--- config.mk ---
export PLATFORM = sky130hd
export DESIGN_NAME = esaxi
export DESIGN_NICKNAME = d
export VERILOG_FILES = /design/src/common/esaxi_pkg.sv /design/src/hdl/esaxi.sv /design/src/hdl/mi_decoder.sv /design/src/axi_read/read_responder.sv /design/src/axi_read/axi_read_ctrl.sv /design/src/axi_write/emesh_write_packer.sv /design/src/axi_write/axi_write_ctrl.sv
export SDC_FILE = /design/constraint.sdc
export NUM_CORES = 1
export LEC_CHECK = 0
export ABC_AREA = 1
export BUFFER_PORTS_ARGS = -buffer_cell sky130_fd_sc_hd__buf_2
export CAP_MARGIN = 25
export CORE_AREA = 2 2 213 215
export DETAILED_ROUTE_END_ITERATION = 7
export DIE_AREA = 0 0 215 217
export PLACE_DENSITY_LB_ADDON = 0.15
export SETUP_SLACK_MARGIN = 0.02
export SLEW_MARGIN = 5
export SYNTH_ARGS = -nofsm -noshare
export SYNTH_HDL_FRONTEND = slang
export SYNTH_SLANG_ARGS = --single-unit
--- constraint.sdc ---
create_clock -name s_axi_aclk -period 4.65 [get_ports s_axi_aclk]
set_input_delay 0.2325 -clock s_axi_aclk [delete_from_list [all_inputs] [get_ports s_axi_aclk]]
set_output_delay 0.2325 -clock s_axi_aclk [all_outputs]
set_load 0.05 [all_outputs]
--- src/common/esaxi_pkg.sv ---
package esaxi_pkg;

   // ############################
   // widths and codes
   // ############################
   localparam int data_w   = 32;  // axi and emesh data
   localparam int addr_lsb = 2;   // byte offset bits in a word

   localparam logic [1:0] burst_incr = 2'b01;
   localparam logic [1:0] resp_okay  = 2'b00;

   // register bus block groups, address bits [19:16]
   localparam logic [3:0] group_mmr   = 4'hf;
   localparam logic [3:0] group_rxmmu = 4'he;
   localparam logic [3:0] group_txmmu = 4'hd;
   localparam logic [3:0] group_embox = 4'hc;

   // ############################
   // bus structs
   // ############################
   typedef struct packed {
      logic [31:0] addr;
      logic [7:0]  len;    // beats minus one
      logic [1:0]  burst;  // 0 fixed, 1 incr, 2 wrap
      logic [2:0]  size;   // 0 byte, 1 half, 2 word
   } axi_addr_t;

   typedef struct packed {
      logic [data_w-1:0]   data;
      logic [data_w/8-1:0] strb;
      logic                last;
   } axi_wbeat_t;

   // same word, flat or split into link id, group and offset
   typedef union packed {
      logic [31:0] flat;
      struct packed {
         logic [11:0] link_id;
         logic [3:0]  group;
         logic [15:0] offset;
      } f;
   } emesh_addr_u;

   typedef struct packed {
      emesh_addr_u       dstaddr;
      logic [data_w-1:0] data;
      logic [1:0]        datamode;  // log2 of bytes
      logic [3:0]        ctrlmode;
   } emesh_pkt_t;

   typedef struct packed {
      logic ecfg;
      logic rx_emmu;
      logic tx_emmu;
      logic embox;
   } mi_sel_t;

   typedef struct packed {
      logic              we;
      logic [19:0]       addr;
      logic [data_w-1:0] din;
   } mi_req_t;

   typedef struct packed {
      logic [data_w-1:0] ecfg;
      logic [data_w-1:0] rx_emmu;
      logic [data_w-1:0] tx_emmu;
      logic [data_w-1:0] embox;
   } mi_dout_t;

endpackage
--- src/hdl/esaxi.sv ---
`timescale 1ns/1ps

module esaxi #(
   parameter int          axi_addr_width = 30,
   parameter logic [11:0] elink_id       = 12'h810
) (
   input  logic                      s_axi_aclk,
   input  logic                      s_axi_aresetn,
   // axi write address
   input  logic [axi_addr_width-1:0] s_axi_awaddr,
   input  logic [7:0]                s_axi_awlen,
   input  logic [1:0]                s_axi_awburst,
   input  logic [2:0]                s_axi_awsize,
   input  logic                      s_axi_awvalid,
   output logic                      s_axi_awready,
   // axi write data and response
   input  logic [31:0]               s_axi_wdata,
   input  logic [3:0]                s_axi_wstrb,
   input  logic                      s_axi_wlast,
   input  logic                      s_axi_wvalid,
   output logic                      s_axi_wready,
   output logic [1:0]                s_axi_bresp,
   output logic                      s_axi_bvalid,
   input  logic                      s_axi_bready,
   // axi read address and data
   input  logic [axi_addr_width-1:0] s_axi_araddr,
   input  logic [7:0]                s_axi_arlen,
   input  logic [1:0]                s_axi_arburst,
   input  logic [2:0]                s_axi_arsize,
   input  logic                      s_axi_arvalid,
   output logic                      s_axi_arready,
   output logic [31:0]               s_axi_rdata,
   output logic [1:0]                s_axi_rresp,
   output logic                      s_axi_rlast,
   output logic                      s_axi_rvalid,
   input  logic                      s_axi_rready,
   // emesh link
   output logic                      emwr_access,
   output esaxi_pkg::emesh_pkt_t     emwr_pkt,
   input  logic                      emwr_progfull,
   output logic                      emrq_access,
   output esaxi_pkg::emesh_pkt_t     emrq_pkt,
   input  logic                      emrr_access,
   input  logic [31:0]               emrr_data,
   output logic                      emrr_rd_en,
   // register bus and config
   output esaxi_pkg::mi_req_t        mi_req,
   output esaxi_pkg::mi_sel_t        mi_sel,
   input  esaxi_pkg::mi_dout_t       mi_dout,
   input  logic [3:0]                ecfg_tx_ctrlmode,
   input  logic [11:0]               ecfg_coreid
);
   import esaxi_pkg::*;

   axi_addr_t   aw;
   axi_addr_t   ar;
   axi_wbeat_t  w;
   axi_wbeat_t  beat;
   axi_addr_t   wr_cur;
   logic        beat_fire;
   logic [2:0]  rd_size;
   logic        mi_rd_pending;
   logic [31:0] mi_rdata;

   // address bits above the axi width come from the core id later
   assign aw = '{addr: {{(32-axi_addr_width){1'b0}}, s_axi_awaddr}, len: s_axi_awlen,
                 burst: s_axi_awburst, size: s_axi_awsize};
   assign ar = '{addr: {{(32-axi_addr_width){1'b0}}, s_axi_araddr}, len: s_axi_arlen,
                 burst: s_axi_arburst, size: s_axi_arsize};
   assign w  = '{data: s_axi_wdata, strb: s_axi_wstrb, last: s_axi_wlast};

   axi_write_ctrl #(.axi_addr_width(axi_addr_width)) axi_write_ctrl_inst (
      .s_axi_aclk, .s_axi_aresetn, .ecfg_coreid,
      .awvalid(s_axi_awvalid), .aw, .awready(s_axi_awready),
      .wvalid(s_axi_wvalid), .w, .wready(s_axi_wready),
      .bvalid(s_axi_bvalid), .bresp(s_axi_bresp), .bready(s_axi_bready),
      .emwr_progfull, .beat_fire, .beat, .cur(wr_cur));

   emesh_write_packer emesh_write_packer_inst (
      .s_axi_aclk, .s_axi_aresetn, .ecfg_tx_ctrlmode,
      .beat_fire, .beat, .cur(wr_cur), .emwr_access, .emwr_pkt);

   axi_read_ctrl #(.axi_addr_width(axi_addr_width)) axi_read_ctrl_inst (
      .s_axi_aclk, .s_axi_aresetn, .ecfg_coreid, .ecfg_tx_ctrlmode,
      .arvalid(s_axi_arvalid), .ar, .arready(s_axi_arready),
      .rvalid(s_axi_rvalid), .rready(s_axi_rready), .rlast(s_axi_rlast),
      .emrq_access, .emrq_pkt, .size(rd_size));

   read_responder read_responder_inst (
      .s_axi_aclk, .s_axi_aresetn, .size(rd_size),
      .emrr_access, .emrr_data, .mi_rd_pending, .mi_rdata,
      .rready(s_axi_rready), .rvalid(s_axi_rvalid), .rdata(s_axi_rdata),
      .rresp(s_axi_rresp), .emrr_rd_en);

   mi_decoder #(.elink_id(elink_id)) mi_decoder_inst (
      .s_axi_aclk, .emwr_access, .emwr_pkt, .emrq_access, .emrq_pkt,
      .mi_dout, .mi_req, .mi_sel, .mi_rd_pending, .mi_rdata);

endmodule

--- src/hdl/mi_decoder.sv ---
`timescale 1ns/1ps

module mi_decoder #(
   parameter logic [11:0] elink_id = 12'h810
) (
   input  logic                  s_axi_aclk,
   input  logic                  emwr_access,
   input  esaxi_pkg::emesh_pkt_t emwr_pkt,
   input  logic                  emrq_access,
   input  esaxi_pkg::emesh_pkt_t emrq_pkt,
   input  esaxi_pkg::mi_dout_t   mi_dout,
   output esaxi_pkg::mi_req_t    mi_req,
   output esaxi_pkg::mi_sel_t    mi_sel,
   output logic                  mi_rd_pending,
   output logic [31:0]           mi_rdata
);
   import esaxi_pkg::*;

   logic       mi_wr;
   logic       mi_rd;
   logic       mi_en;
   logic [3:0] grp;
   mi_sel_t    sel_q;  // selects of the last access

   // local when the link id is ours
   assign mi_wr = emwr_access & (emwr_pkt.dstaddr.f.link_id == elink_id);
   assign mi_rd = emrq_access & (emrq_pkt.dstaddr.f.link_id == elink_id);
   assign mi_en = mi_wr | mi_rd;

   // write has the address when both fire
   assign grp         = mi_wr ? emwr_pkt.dstaddr.f.group : emrq_pkt.dstaddr.f.group;
   assign mi_req.we   = mi_wr;
   assign mi_req.addr = mi_wr ? emwr_pkt.dstaddr.flat[19:0] : emrq_pkt.dstaddr.flat[19:0];
   assign mi_req.din  = emwr_pkt.data;

   assign mi_sel.ecfg    = mi_en & (grp == group_mmr);
   assign mi_sel.rx_emmu = mi_en & (grp == group_rxmmu);
   assign mi_sel.tx_emmu = mi_en & (grp == group_txmmu);
   assign mi_sel.embox   = mi_en & (grp == group_embox);

   // ############################
   // readback
   // ############################
   always_ff @(posedge s_axi_aclk)
   begin
      sel_q         <= mi_sel;
      mi_rd_pending <= mi_rd;
   end

   // embox is the fall-through
   assign mi_rdata = sel_q.ecfg    ? mi_dout.ecfg    :
                     sel_q.rx_emmu ? mi_dout.rx_emmu :
                     sel_q.tx_emmu ? mi_dout.tx_emmu :
                                     mi_dout.embox;

endmodule

--- src/axi_read/read_responder.sv ---
`timescale 1ns/1ps

module read_responder (
   input  logic        s_axi_aclk,
   input  logic        s_axi_aresetn,
   input  logic [2:0]  size,
   input  logic        emrr_access,
   input  logic [31:0] emrr_data,
   input  logic        mi_rd_pending,
   input  logic [31:0] mi_rdata,
   input  logic        rready,
   output logic        rvalid,
   output logic [31:0] rdata,
   output logic [1:0]  rresp,
   output logic        emrr_rd_en
);
   import esaxi_pkg::*;

   logic [31:0] mux_data;
   logic        resp_in;  // a response word arrives

   // register readback wins over the network
   assign mux_data   = mi_rd_pending ? mi_rdata : emrr_data;
   assign resp_in    = emrr_access | mi_rd_pending;
   assign emrr_rd_en = emrr_access & ~mi_rd_pending;  // pop rx only for network data
   assign rresp      = resp_okay;

   always_ff @(posedge s_axi_aclk)
   begin
      if (!s_axi_aresetn)
         rvalid <= 1'b0;
      else if (resp_in)
         rvalid <= 1'b1;
      else if (rready)
         rvalid <= 1'b0;  // held until taken
   end

   // replicate narrow data over all lanes
   always_ff @(posedge s_axi_aclk)
   begin
      if (resp_in)
      begin
         case (size)
            3'd0:    rdata <= {4{mux_data[7:0]}};   // byte
            3'd1:    rdata <= {2{mux_data[15:0]}};  // half
            default: rdata <= mux_data;
         endcase
      end
   end

endmodule

--- src/axi_read/axi_read_ctrl.sv ---
`timescale 1ns/1ps

module axi_read_ctrl #(
   parameter int axi_addr_width = 30
) (
   input  logic                  s_axi_aclk,
   input  logic                  s_axi_aresetn,
   input  logic [11:0]           ecfg_coreid,
   input  logic [3:0]            ecfg_tx_ctrlmode,
   input  logic                  arvalid,
   input  esaxi_pkg::axi_addr_t  ar,
   output logic                  arready,
   input  logic                  rvalid,
   input  logic                  rready,
   output logic                  rlast,
   output logic                  emrq_access,
   output esaxi_pkg::emesh_pkt_t emrq_pkt,
   output logic [2:0]            size
);
   import esaxi_pkg::*;

   axi_addr_t cur;           // live burst state
   logic      read_active;
   logic      ractive_q;     // for the leading edge
   logic      rnext;         // non-last beat taken
   logic      beat_taken;
   logic      last_rd_beat;

   assign beat_taken   = rvalid & rready;
   assign last_rd_beat = beat_taken & rlast;
   assign size         = cur.size;

   // ############################
   // address channel
   // ############################
   always_ff @(posedge s_axi_aclk)
   begin
      if (!s_axi_aresetn)
      begin
         arready     <= 1'b0;
         read_active <= 1'b0;
         rlast       <= 1'b0;
      end
      else
      begin
         // one burst at a time
         if (!arready && (!read_active || last_rd_beat))
            arready <= 1'b1;
         else if (arvalid && arready)
            arready <= 1'b0;

         if (arvalid && arready)
            read_active <= 1'b1;
         else if (last_rd_beat)
            read_active <= 1'b0;

         if (arvalid && arready)
            rlast <= (ar.len == 8'd0);  // single beat
         else if (beat_taken && cur.len == 8'd1)
            rlast <= 1'b1;
      end
   end

   always_ff @(posedge s_axi_aclk)
   begin
      if (arvalid && arready)
      begin
         cur.addr  <= {ecfg_coreid[11:axi_addr_width-20], ar.addr[axi_addr_width-1:0]};
         cur.len   <= ar.len;
         cur.burst <= ar.burst;
         cur.size  <= ar.size;
      end
      else if (beat_taken)
      begin
         cur.len <= cur.len - 1'b1;
         if (cur.burst == burst_incr)  // captured type, not the live one
         begin
            cur.addr[31:addr_lsb]  <= cur.addr[31:addr_lsb] + 1'b1;
            cur.addr[addr_lsb-1:0] <= '0;
         end
      end
   end

   // ############################
   // emesh read requests
   // ############################
   always_ff @(posedge s_axi_aclk)
   begin
      if (!s_axi_aresetn)
      begin
         ractive_q   <= 1'b0;
         rnext       <= 1'b0;
         emrq_access <= 1'b0;
      end
      else
      begin
         ractive_q   <= read_active;
         rnext       <= beat_taken & ~rlast;
         emrq_access <= (read_active & ~ractive_q) | rnext;
      end
   end

   always_ff @(posedge s_axi_aclk)
   begin
      emrq_pkt.dstaddr.flat <= cur.addr;
      emrq_pkt.data         <= '0;  // requests carry no payload
      emrq_pkt.datamode     <= cur.size[1:0];
      emrq_pkt.ctrlmode     <= ecfg_tx_ctrlmode;
   end

endmodule

--- src/axi_write/emesh_write_packer.sv ---
`timescale 1ns/1ps

module emesh_write_packer (
   input  logic                  s_axi_aclk,
   input  logic                  s_axi_aresetn,
   input  logic [3:0]            ecfg_tx_ctrlmode,
   input  logic                  beat_fire,
   input  esaxi_pkg::axi_wbeat_t beat,
   input  esaxi_pkg::axi_addr_t  cur,
   output logic                  emwr_access,
   output esaxi_pkg::emesh_pkt_t emwr_pkt
);
   import esaxi_pkg::*;

   logic       s1_access;
   emesh_pkt_t s1_pkt;
   logic [1:0] ofs;  // lowest enabled byte lane

   always_comb
   begin
      casez (beat.strb)
         4'b???1: ofs = 2'd0;  // aligned
         4'b??10: ofs = 2'd1;
         4'b?100: ofs = 2'd2;
         default: ofs = 2'd3;
      endcase
   end

   // ############################
   // two stage packet pipe
   // ############################
   always_ff @(posedge s_axi_aclk)
   begin
      if (!s_axi_aresetn)
      begin
         s1_access   <= 1'b0;
         emwr_access <= 1'b0;
      end
      else
      begin
         s1_access   <= beat_fire;
         emwr_access <= s1_access;
      end
   end

   always_ff @(posedge s_axi_aclk)
   begin
      // stage 1, align data to lane zero
      s1_pkt.dstaddr.flat <= {cur.addr[31:addr_lsb], ofs};
      s1_pkt.data         <= beat.data >> {ofs, 3'b000};
      s1_pkt.datamode     <= cur.size[1:0];
      s1_pkt.ctrlmode     <= ecfg_tx_ctrlmode;
      // stage 2
      emwr_pkt            <= s1_pkt;
   end

endmodule

--- src/axi_write/axi_write_ctrl.sv ---
`timescale 1ns/1ps

module axi_write_ctrl #(
   parameter int axi_addr_width = 30
) (
   input  logic                  s_axi_aclk,
   input  logic                  s_axi_aresetn,
   input  logic [11:0]           ecfg_coreid,
   input  logic                  awvalid,
   input  esaxi_pkg::axi_addr_t  aw,
   output logic                  awready,
   input  logic                  wvalid,
   input  esaxi_pkg::axi_wbeat_t w,
   output logic                  wready,
   output logic                  bvalid,
   output logic [1:0]            bresp,
   input  logic                  bready,
   input  logic                  emwr_progfull,
   output logic                  beat_fire,
   output esaxi_pkg::axi_wbeat_t beat,
   output esaxi_pkg::axi_addr_t  cur
);
   import esaxi_pkg::*;

   logic write_active;  // address taken, beats still due
   logic last_beat;

   assign beat_fire = wvalid & wready;
   assign last_beat = beat_fire & w.last;
   assign beat      = w;          // packer samples on beat_fire
   assign bresp     = resp_okay;  // no error paths

   // ############################
   // address channel
   // ############################
   always_ff @(posedge s_axi_aclk)
   begin
      if (!s_axi_aresetn)
      begin
         awready      <= 1'b0;
         write_active <= 1'b0;
      end
      else
      begin
         // ready again once the response has gone
         if (!awready && !write_active && (!bvalid || bready))
            awready <= 1'b1;
         else if (awvalid && awready)
            awready <= 1'b0;

         if (awvalid && awready)
            write_active <= 1'b1;
         else if (last_beat)
            write_active <= 1'b0;
      end
   end

   // captured address, stepped per beat
   always_ff @(posedge s_axi_aclk)
   begin
      if (awvalid && awready)
      begin
         cur.addr  <= {ecfg_coreid[11:axi_addr_width-20], aw.addr[axi_addr_width-1:0]};
         cur.len   <= aw.len;
         cur.burst <= aw.burst;
         cur.size  <= aw.size;
      end
      else if (beat_fire && cur.burst == burst_incr)
      begin
         cur.addr[31:addr_lsb]   <= cur.addr[31:addr_lsb] + 1'b1;  // next word
         cur.addr[addr_lsb-1:0]  <= '0;
      end
      // fixed and wrap hold the address
   end

   // ############################
   // data and response channels
   // ############################
   always_ff @(posedge s_axi_aclk)
   begin
      if (!s_axi_aresetn)
      begin
         wready <= 1'b0;
         bvalid <= 1'b0;
      end
      else
      begin
         if (last_beat)
            wready <= 1'b0;
         else if (write_active)
            wready <= ~emwr_progfull;  // one beat may still slip in

         if (last_beat)
            bvalid <= 1'b1;
         else if (bready)
            bvalid <= 1'b0;
      end
   end

endmodule

==> results of run 1 <==
## kinds of logic (layout without fill, tap and decap cells)
group | after synthesis | after routing | share of synthesized area
simple gates | 929 | 929 | 0.291
fa+ha+maj | 4 | 4 | 0.00373
buf+inv | 204 | 722 | 0.0831
other cells | 1 | 37 | 0.000280
compound gates | 159 | 159 | 0.0680
xor+xnor | 24 | 24 | 0.0157
flops | 302 | 302 | 0.533
mux | 6 | 6 | 0.00448
## metrics by stage
stage               cells  area (um^2)  power [uW]  hold slack [ns]  utilization
floorplan            1664        13500        3930            0.260            -
global placement     2637        16000        4290            0.311        0.359
detailed placement   2637        16000        4290            0.312        0.359
CTS                  2782        18000        6990         0.000199        0.402
global route         2782        18000        7190           0.0192        0.402
finish               2783        18000        6890           0.0313        0.402
## layer usage
metal  track usage  vias to the layer above  part of all wire
met5             0                        -                 0
li1              -                     6223                 -
met4        0.0630                        0             0.027
met2         0.393                      411              0.52
met1         0.237                     5792              0.39
met3        0.0447                       59             0.060
## power by group
part	switching (uW)	leakage [uW]	internal (uW)	total [uW]
Clock	1090	0.000541	1520	2610
Combinational	876	0.00531	336	1210
Sequential	122	0.00266	2950	3070
Total	2090	0.00852	4810	6890
## state kept, by name, indices dropped and copies added, names as in the netlist
signal                               flops
axi_write_ctrl_inst.awready              1
axi_read_ctrl_inst.emrq_pkt             38
axi_read_ctrl_inst.rnext                 1
axi_read_ctrl_inst.cur                  42
axi_write_ctrl_inst.write_active         1
mi_decoder_inst.mi_rd_pending            1
read_responder_inst.rdata               32
read_responder_inst.rvalid               1
axi_read_ctrl_inst.rlast                 1
axi_write_ctrl_inst.cur                 34
emesh_write_packer_inst.emwr_access      1
axi_read_ctrl_inst.ractive_q             1
axi_write_ctrl_inst.bvalid               1
axi_write_ctrl_inst.wready               1
emesh_write_packer_inst.s1_access        1
emesh_write_packer_inst.emwr_pkt        70
axi_read_ctrl_inst.arready               1
axi_read_ctrl_inst.size                  3
axi_read_ctrl_inst.emrq_access           1
emesh_write_packer_inst.s1_pkt          66
axi_read_ctrl_inst.read_active           1
mi_decoder_inst.sel_q                    3
## cell usage in the layout (no fill, tap or decap), drive strengths merged, types with 36 or more instances in the layout
cell and instances:
buf 503, dlygate4sd3 83, o21ai 78, nor2 178, a21oi 36, clkbuf 47
inv 77, dfxtp 191, conb 36, edfxtp 111, nand2 606, nand3 86
## worst max-delay path by stage
stage                     depth (start not counted)                         end  slack [ns]
after global routing                              9                   mi_sel[3]        1.27
final                                             9                   mi_sel[3]        1.56
after detailed placement                          9                   mi_sel[3]        2.02
after CTS                                         9                   mi_sel[3]        1.44
after global placement                           10                   mi_sel[3]        2.05
after floorplan                                   2  axi_read_ctrl_inst.cur[13]        0.89
## worst register-to-register path: cells and delay by family, from the launching register on
family | cells | cell delay, ns
AO/OA/AOI/OAI | 2 | 0.79
flip-flops | 1 | 0.68
buffers and inverters | 1 | 0.49
AND/OR/NAND/NOR | 2 | 0.17
## final cells by class
type,count,area (um^2),area share
Sequential cell,302,7160,0.398
Multi-Input combinational cell,1158,5310,0.295
Timing Repair Buffer,586,3380,0.188
Clock buffer,47,962,0.0536
Tap cell,600,751,0.0418
Inverter,74,282,0.0157
Clock inverter,15,125,0.00697
Antenna cell,1,2.50,0.000139
==> run_results.csv, run 1 <==
group,metric,value,unit
layout,finalNetCount,2468,
die,core,0.0447,mm^2
logic_synthesis,synth_area,0.0134,mm^2
cts,cts_resized,0,
logic_synthesis,synth_area_leaders,"dfxtp_1 (28%), edfxtp_1 (25%), nand2_1 (17%), buf_4 (4.4%), nor2_1 (4.3%)",
logic_synthesis,synth_cell_types,43,
worst_setup_path,critical_path.endpoint_type,"output pin",
logic_synthesis,synth_top_area_frac,0.285,
worst_setup_path,crit_path_cell_trace,"nor2_1 -> nand2_1 -> nor2_2 -> nand2_2 -> clkinv_2 -> nand2_1 -> nand3_1 -> nor2_1 -> buf_2",
worst_setup_path,crit_type,"reg2out",
detailed_routing,ant_nets,0,
logic_synthesis,synth_top_area_cell,"dfxtp_1",
logic_synthesis,yosysMostFrequentCell,"nand2_1",
logic_synthesis,yosysWarningCount,0,
logic_synthesis,synth_ff_type,"dfxtp_1",
sta,fmaxAchievable,324,MHz
cts,cts_buffers,34,
cts,clk_latency,0.53,ns
power,p_leak,0.00852,uW
die,std_cell_rows,78,
global_route,grt_pass1_wl,73.6,mm
worst_hold_path,hold_path.class,"in2reg",
sta,fin_skew,0.0155,ns
power,max-vdd-ir-drop,0.000270,V
die,die_area,0.0467,mm^2
detailed_routing,drt-initial-drc-count,762,
die,initial_utilization,0.300,
placement,gp_congestion,0.953,
layout,drive_above_1_share,0.287,
sta,slew_viol_final,0,
sta,worst_slew_pin_slew,0.819,ns
placement,portBuffers,491,
global_route,globalRoute.totalOverflow,0,
worst_setup_path,rr_worst_depth,5,
worst_setup_path,path_delay_family,"simple AND/OR/NAND/NOR gates",
cts,cts_buffer_depth,3,
detailed_routing,via_count,12500,
layout,area_growth,33.9,%
detailed_routing,viasPerCell,4.49,
cts,cts_sinks,302,
worst_setup_path,startpoint,"emesh_write_packer_inst.emwr_pkt[61]",
global_route,grt_max_degree,54,
worst_setup_path,rr_endpoint,"read_responder_inst.rdata[26]",
sta,timing.final.crit_share,0.665,
worst_setup_path,crit_fanout,22,
outcome,status,"completed",
placement,dp_worst_setup_slack,2.02,ns
worst_setup_path,timing.rr.start,"mi_decoder_inst.sel_q[2]",
logic_synthesis,yosysSeqAreaShare,0.533,
logic_synthesis,synthTopCellsByCount,"nand2_1 (596), dfxtp_1 (191), nor2_1 (153)",
sta,relSlewSlack,0.453,
worst_hold_path,hp-start,"s_axi_araddr[5]",
worst_setup_path,cp-start-kind,"flip-flop",
logic_synthesis,ys_ff_latch,302,
cts,clk_pin_slew,0.06,ns
logic_synthesis,postSynthCellCount,1629,
worst_setup_path,required,4.42,ns
die,chipHeight,217,um
detailed_routing,wl,50.8,mm
sta,finalWorstSetupSlack,1.56,ns
global_route,grt.total_usage,0.209,
worst_setup_path,r2r_setup_slack,2.27,ns
logic_synthesis,synthesis.area_per_instance,8.24,um^2
die,fp.dieW,215,um
worst_setup_path,crit_buf_inv,2,
logic_synthesis,synth_edf_count,111,
sta,hold_violations,0,
power,p_per_area,384,mW/mm^2
worst_setup_path,slowest_delay,0.40,ns
cts,htree_levels,2,
worst_setup_path,crit_slowest_cell,"nor2_1",
cts,cts_root_buffer,"clkbuf_16",
worst_hold_path,worstHoldPathCells,3,
layout,fillCellCount,4743,
global_route,antenna_found_initial,0,
sta,setup_viol,0,
logic_synthesis,synthArstFlopShare,0,
sta,rsz0062_at_grt,"false",
cts,postCtsSetupBuffers,0,
detailed_routing,wire_per_inst,18.3,um
worst_hold_path,hold_end,"axi_read_ctrl_inst.cur[18]",
cts,cts_hold_buf,83,
detailed_routing,firstDrtPassIters,5,
sta,finalSetupTns,0,ns
cts,cts_tree,"done",
worst_setup_path,critPathArrivalTime,2.86,ns
job,max-cap-violations,0,
global_route,grt_pass1_vias,12300,
sta,min_period,3.09,ns
die,pin_count,550,
detailed_routing,drc,0,
placement,dp_hpwl,39.7,mm
Power figures use the tool's default switching activity.
==> inputs of run 2 (changes only) <==
- ABC_AREA: 1 -> 0
- CORE_AREA: 2 2 213 215 -> 2 2 216 218
- DIE_AREA: 0 0 215 217 -> 0 0 218 220
- clock period: 4.65 -> 2.9 ns (I/O delays scaled with it)
==> run 2 against run 1 <==
  * Synthesized area shrank 5.2%
  * Setup slack got worse by 1.3 ns
  * Cell count decreased by 13%
  * Combinational power increased by 55%
  * First-iteration DRC count decreased by 22%
  * Count of clock-buffer cells in the layout increased by 3
  * Power grew 63%
  * Flip-flop and latch count did not move
  * Hold slack got worse by 0.021 ns
  * Non-clock buffer count is 62 higher
  * Via count fell by 9.9%
  * Critical endpoint is now mi_sel[1]
  * Highest routed layer is now met5
==> run_results.csv, run 2 <==
group,metric,value,unit
sta,hold_violations,0,
worst_hold_path,hold_path.class,"in2reg",
power,internal-power,8030,uW
logic_synthesis,synthTopCellsByCount,"dfxtp_1 (191), nand2_1 (121), edfxtp_1 (111)",
sta,fin_skew,0.0230,ns
placement,dpl_cell_area,0.0155,mm^2
layout,final_cell_area,0.0180,mm^2
layout,drive_above_1_share,0.337,
detailed_routing,met1Wirelength,18.3,mm
cts,cts_buffers,35,
global_route,grt_pass1_wl,64.9,mm
power,p_leak,0.00750,uW
detailed_routing,dr_wl_met2,23.3,mm
cts,postCtsSetupBuffers,0,
power,comb_power_share,0.166,
layout,area_growth,41.5,%
outcome,status,"completed",
logic_synthesis,postSynthCellCount,1204,
die,pin_count,550,
die,fp.dieW,218,um
die,std_cell_rows,79,
logic_synthesis,synthArstFlopShare,0,
sta,rsz0062_at_grt,"false",
worst_setup_path,startpoint,"emesh_write_packer_inst.emwr_pkt[61]",
die,core,0.0459,mm^2
global_route,globalRoute.totalOverflow,0,
cts,cts_buffer_depth,3,
placement,portBuffers,491,
detailed_routing,wl,45.6,mm
global_route,grt_pass1_vias,11000,
detailed_routing,wl_met3,2.78,mm
detailed_routing,viasPerCell,4.65,
detailed_routing,wire_per_inst,18.9,um
logic_synthesis,synth_edf_count,111,
logic_synthesis,synth_top_area_frac,0.301,
detailed_routing,top_layer,"met5",
logic_synthesis,yosysSeqAreaShare,0.563,
worst_setup_path,timing.rr.start,"axi_write_ctrl_inst.cur[23]",
cts,clk_latency,0.53,ns
sta,finalSetupTns,0,ns
layout,post-route-util,0.392,
sta,min_period,2.60,ns
worst_setup_path,critPathArrivalTime,2.45,ns
detailed_routing,via_count,11300,
worst_setup_path,critical_path.endpoint_type,"output pin",
cts,clk_pin_slew,0.06,ns
logic_synthesis,synth_top_area_cell,"dfxtp_1",
sta,setup_viol,0,
logic_synthesis,synth_ff_type,"dfxtp_1",
sta,worst_slew_pin_slew,0.955,ns
sta,fmaxAchievable,385,MHz
sta,relSlewSlack,0.362,
worst_hold_path,hp-start,"s_axi_arlen[2]",
layout,final_common_cell,"buf_2",
logic_synthesis,synth_cell_types,59,
cts,cts_tree,"done",
job,max-cap-violations,0,
worst_setup_path,crit_fanout,5,
logic_synthesis,synth_area_leaders,"dfxtp_1 (30%), edfxtp_1 (26%), buf_4 (4.3%), nand2_1 (3.6%), o21ai_0 (3.1%)",
layout,regMostFlops,"emesh_write_packer_inst.emwr_pkt",
die,chipHeight,220,um
worst_setup_path,crit_type,"reg2out",
power,total_power,11300,uW
cts,cts_sinks,302,
logic_synthesis,ys_ff_latch,302,
power,p_per_area,625,mW/mm^2
logic_synthesis,yosysWarningCount,0,
die,die_area,0.0480,mm^2
logic_synthesis,yosysMostFrequentCell,"dfxtp_1",
global_route,grt_max_degree,45,
detailed_routing,drt-initial-drc-count,593,
cts,cts_root_buffer,"clkbuf_16",
layout,final_cell_mix,"buf_2 (491), dfxtp_1 (189), dlygate4sd3_1 (135)",
sta,slew_viol_final,0,
power,pwr-share-seq,0.437,
global_route,antenna_found_initial,3,
placement,gp_congestion,0.825,
sta,timing.final.crit_share,0.896,
logic_synthesis,synth_area,0.0127,mm^2
placement,dp_hpwl,34.8,mm
layout,top_regs,"emesh_write_packer_inst.emwr_pkt: 70 flops, emesh_write_packer_inst.s1_pkt: 66 flops, axi_read_ctrl_inst.cur: 42 flops",
power,p_sw,3220,uW
detailed_routing,drc,0,
power,max-vdd-ir-drop,0.000381,V
worst_setup_path,cp-start-kind,"flip-flop",
detailed_routing,ant_nets,0,
layout,finalNetCount,2099,
die,initial_utilization,0.277,
power,swShare,0.286,
cts,htree_levels,2,
worst_setup_path,required,2.76,ns
logic_synthesis,synthesis.area_per_instance,10.6,um^2
detailed_routing,firstDrtPassIters,5,
global_route,grt.total_usage,0.180,
power,clkPwrFrac,0.397,
layout,largest_reg_flops,70,
run 2: cell types whose count changed after synthesis, sizes merged, moves of 30 or more:
cell and delta:
nand3 -65, mux2i +30, inv -45, clkbuf +31, nor2 -127, nand2 -485
run 2: cell type report:
cell class                      instances  area, um^2
Fill cell                            4567       27900
Sequential cell                       302        7160
Multi-Input combinational cell        772        4810
Timing Repair Buffer                  648        3990
Clock buffer                           50        1020
Tap cell                              607         759
Clock inverter                         12         136
Inverter                               28         105
Antenna cell                            1        2.50
run 2: metrics by stage:
stage / setup WS (ns) / cells / hold slack, ns
2_1_floorplan: -0.0626 / 1239 / 0.173
3_5_place_dp: 0.506 / 2222 / 0.249
6_report: 0.301 / 2420 / 0.0100
3_3_place_gp: 0.558 / 2221 / 0.249
5_1_grt: 0.0507 / 2419 / 0.0200
4_1_cts: 0.181 / 2419 / 0.000522
run 2: metal layers:
layer	vias up	track usage
met5	-	0
met4	4	0.0565
met3	70	0.0362
met2	412	0.329
met1	5320	0.212
li1	5446	-
run 2: power groups by stage:
stage          clock, uW  combinational [uW]  sequential (uW)
5_1_grt             4760                1990             4950
3_3_place_gp           0                1720             5000
6_report            4470                1870             4920
4_1_cts             4590                1880             4920
2_1_floorplan          0                 790             5400
3_5_place_dp           0                1730             5010
run 2: final timing paths:
| check | end | slack, ns | cells past startpoint |
|---|---|---|---|
| worst max-delay path | mi_sel[1] | 0.30 | 5 |
| worst min-delay path | axi_read_ctrl_inst.cur[7] | 0.01 | 3 |
| worst max register to register | axi_write_ctrl_inst.cur[42] | 0.48 | 4 |
| worst min register to register | emesh_write_packer_inst.emwr_pkt[33] | 0.32 | 0 |
run 2: cell families after synthesis:
logic type	Yosys count	share of synthesized area
AOI/OAI and AO/OA	272	0.138
xor gates and xnor gates	31	0.0213
adders and majority gates	4	0.00394
buffers and inverters	165	0.0707
DFF	302	0.563
muxes	63	0.0522
other	1	0.000295
and+or+nand+nor	366	0.151
run 2: worst max-delay path, cell delays in order (launching register included):
cell and delay (ns):
dfxtp_1 0.32, nor4b_2 0.34, nand4_1 0.29, or4_1 0.53, o31ai_1 0.11, buf_2 0.35
run 2: what timing repair did:
item,in CTS,in global routing
setup endpoints to repair,1,0
resized for setup,1,0
hold buffers,135,0
endpoints found under the hold margin,120,0
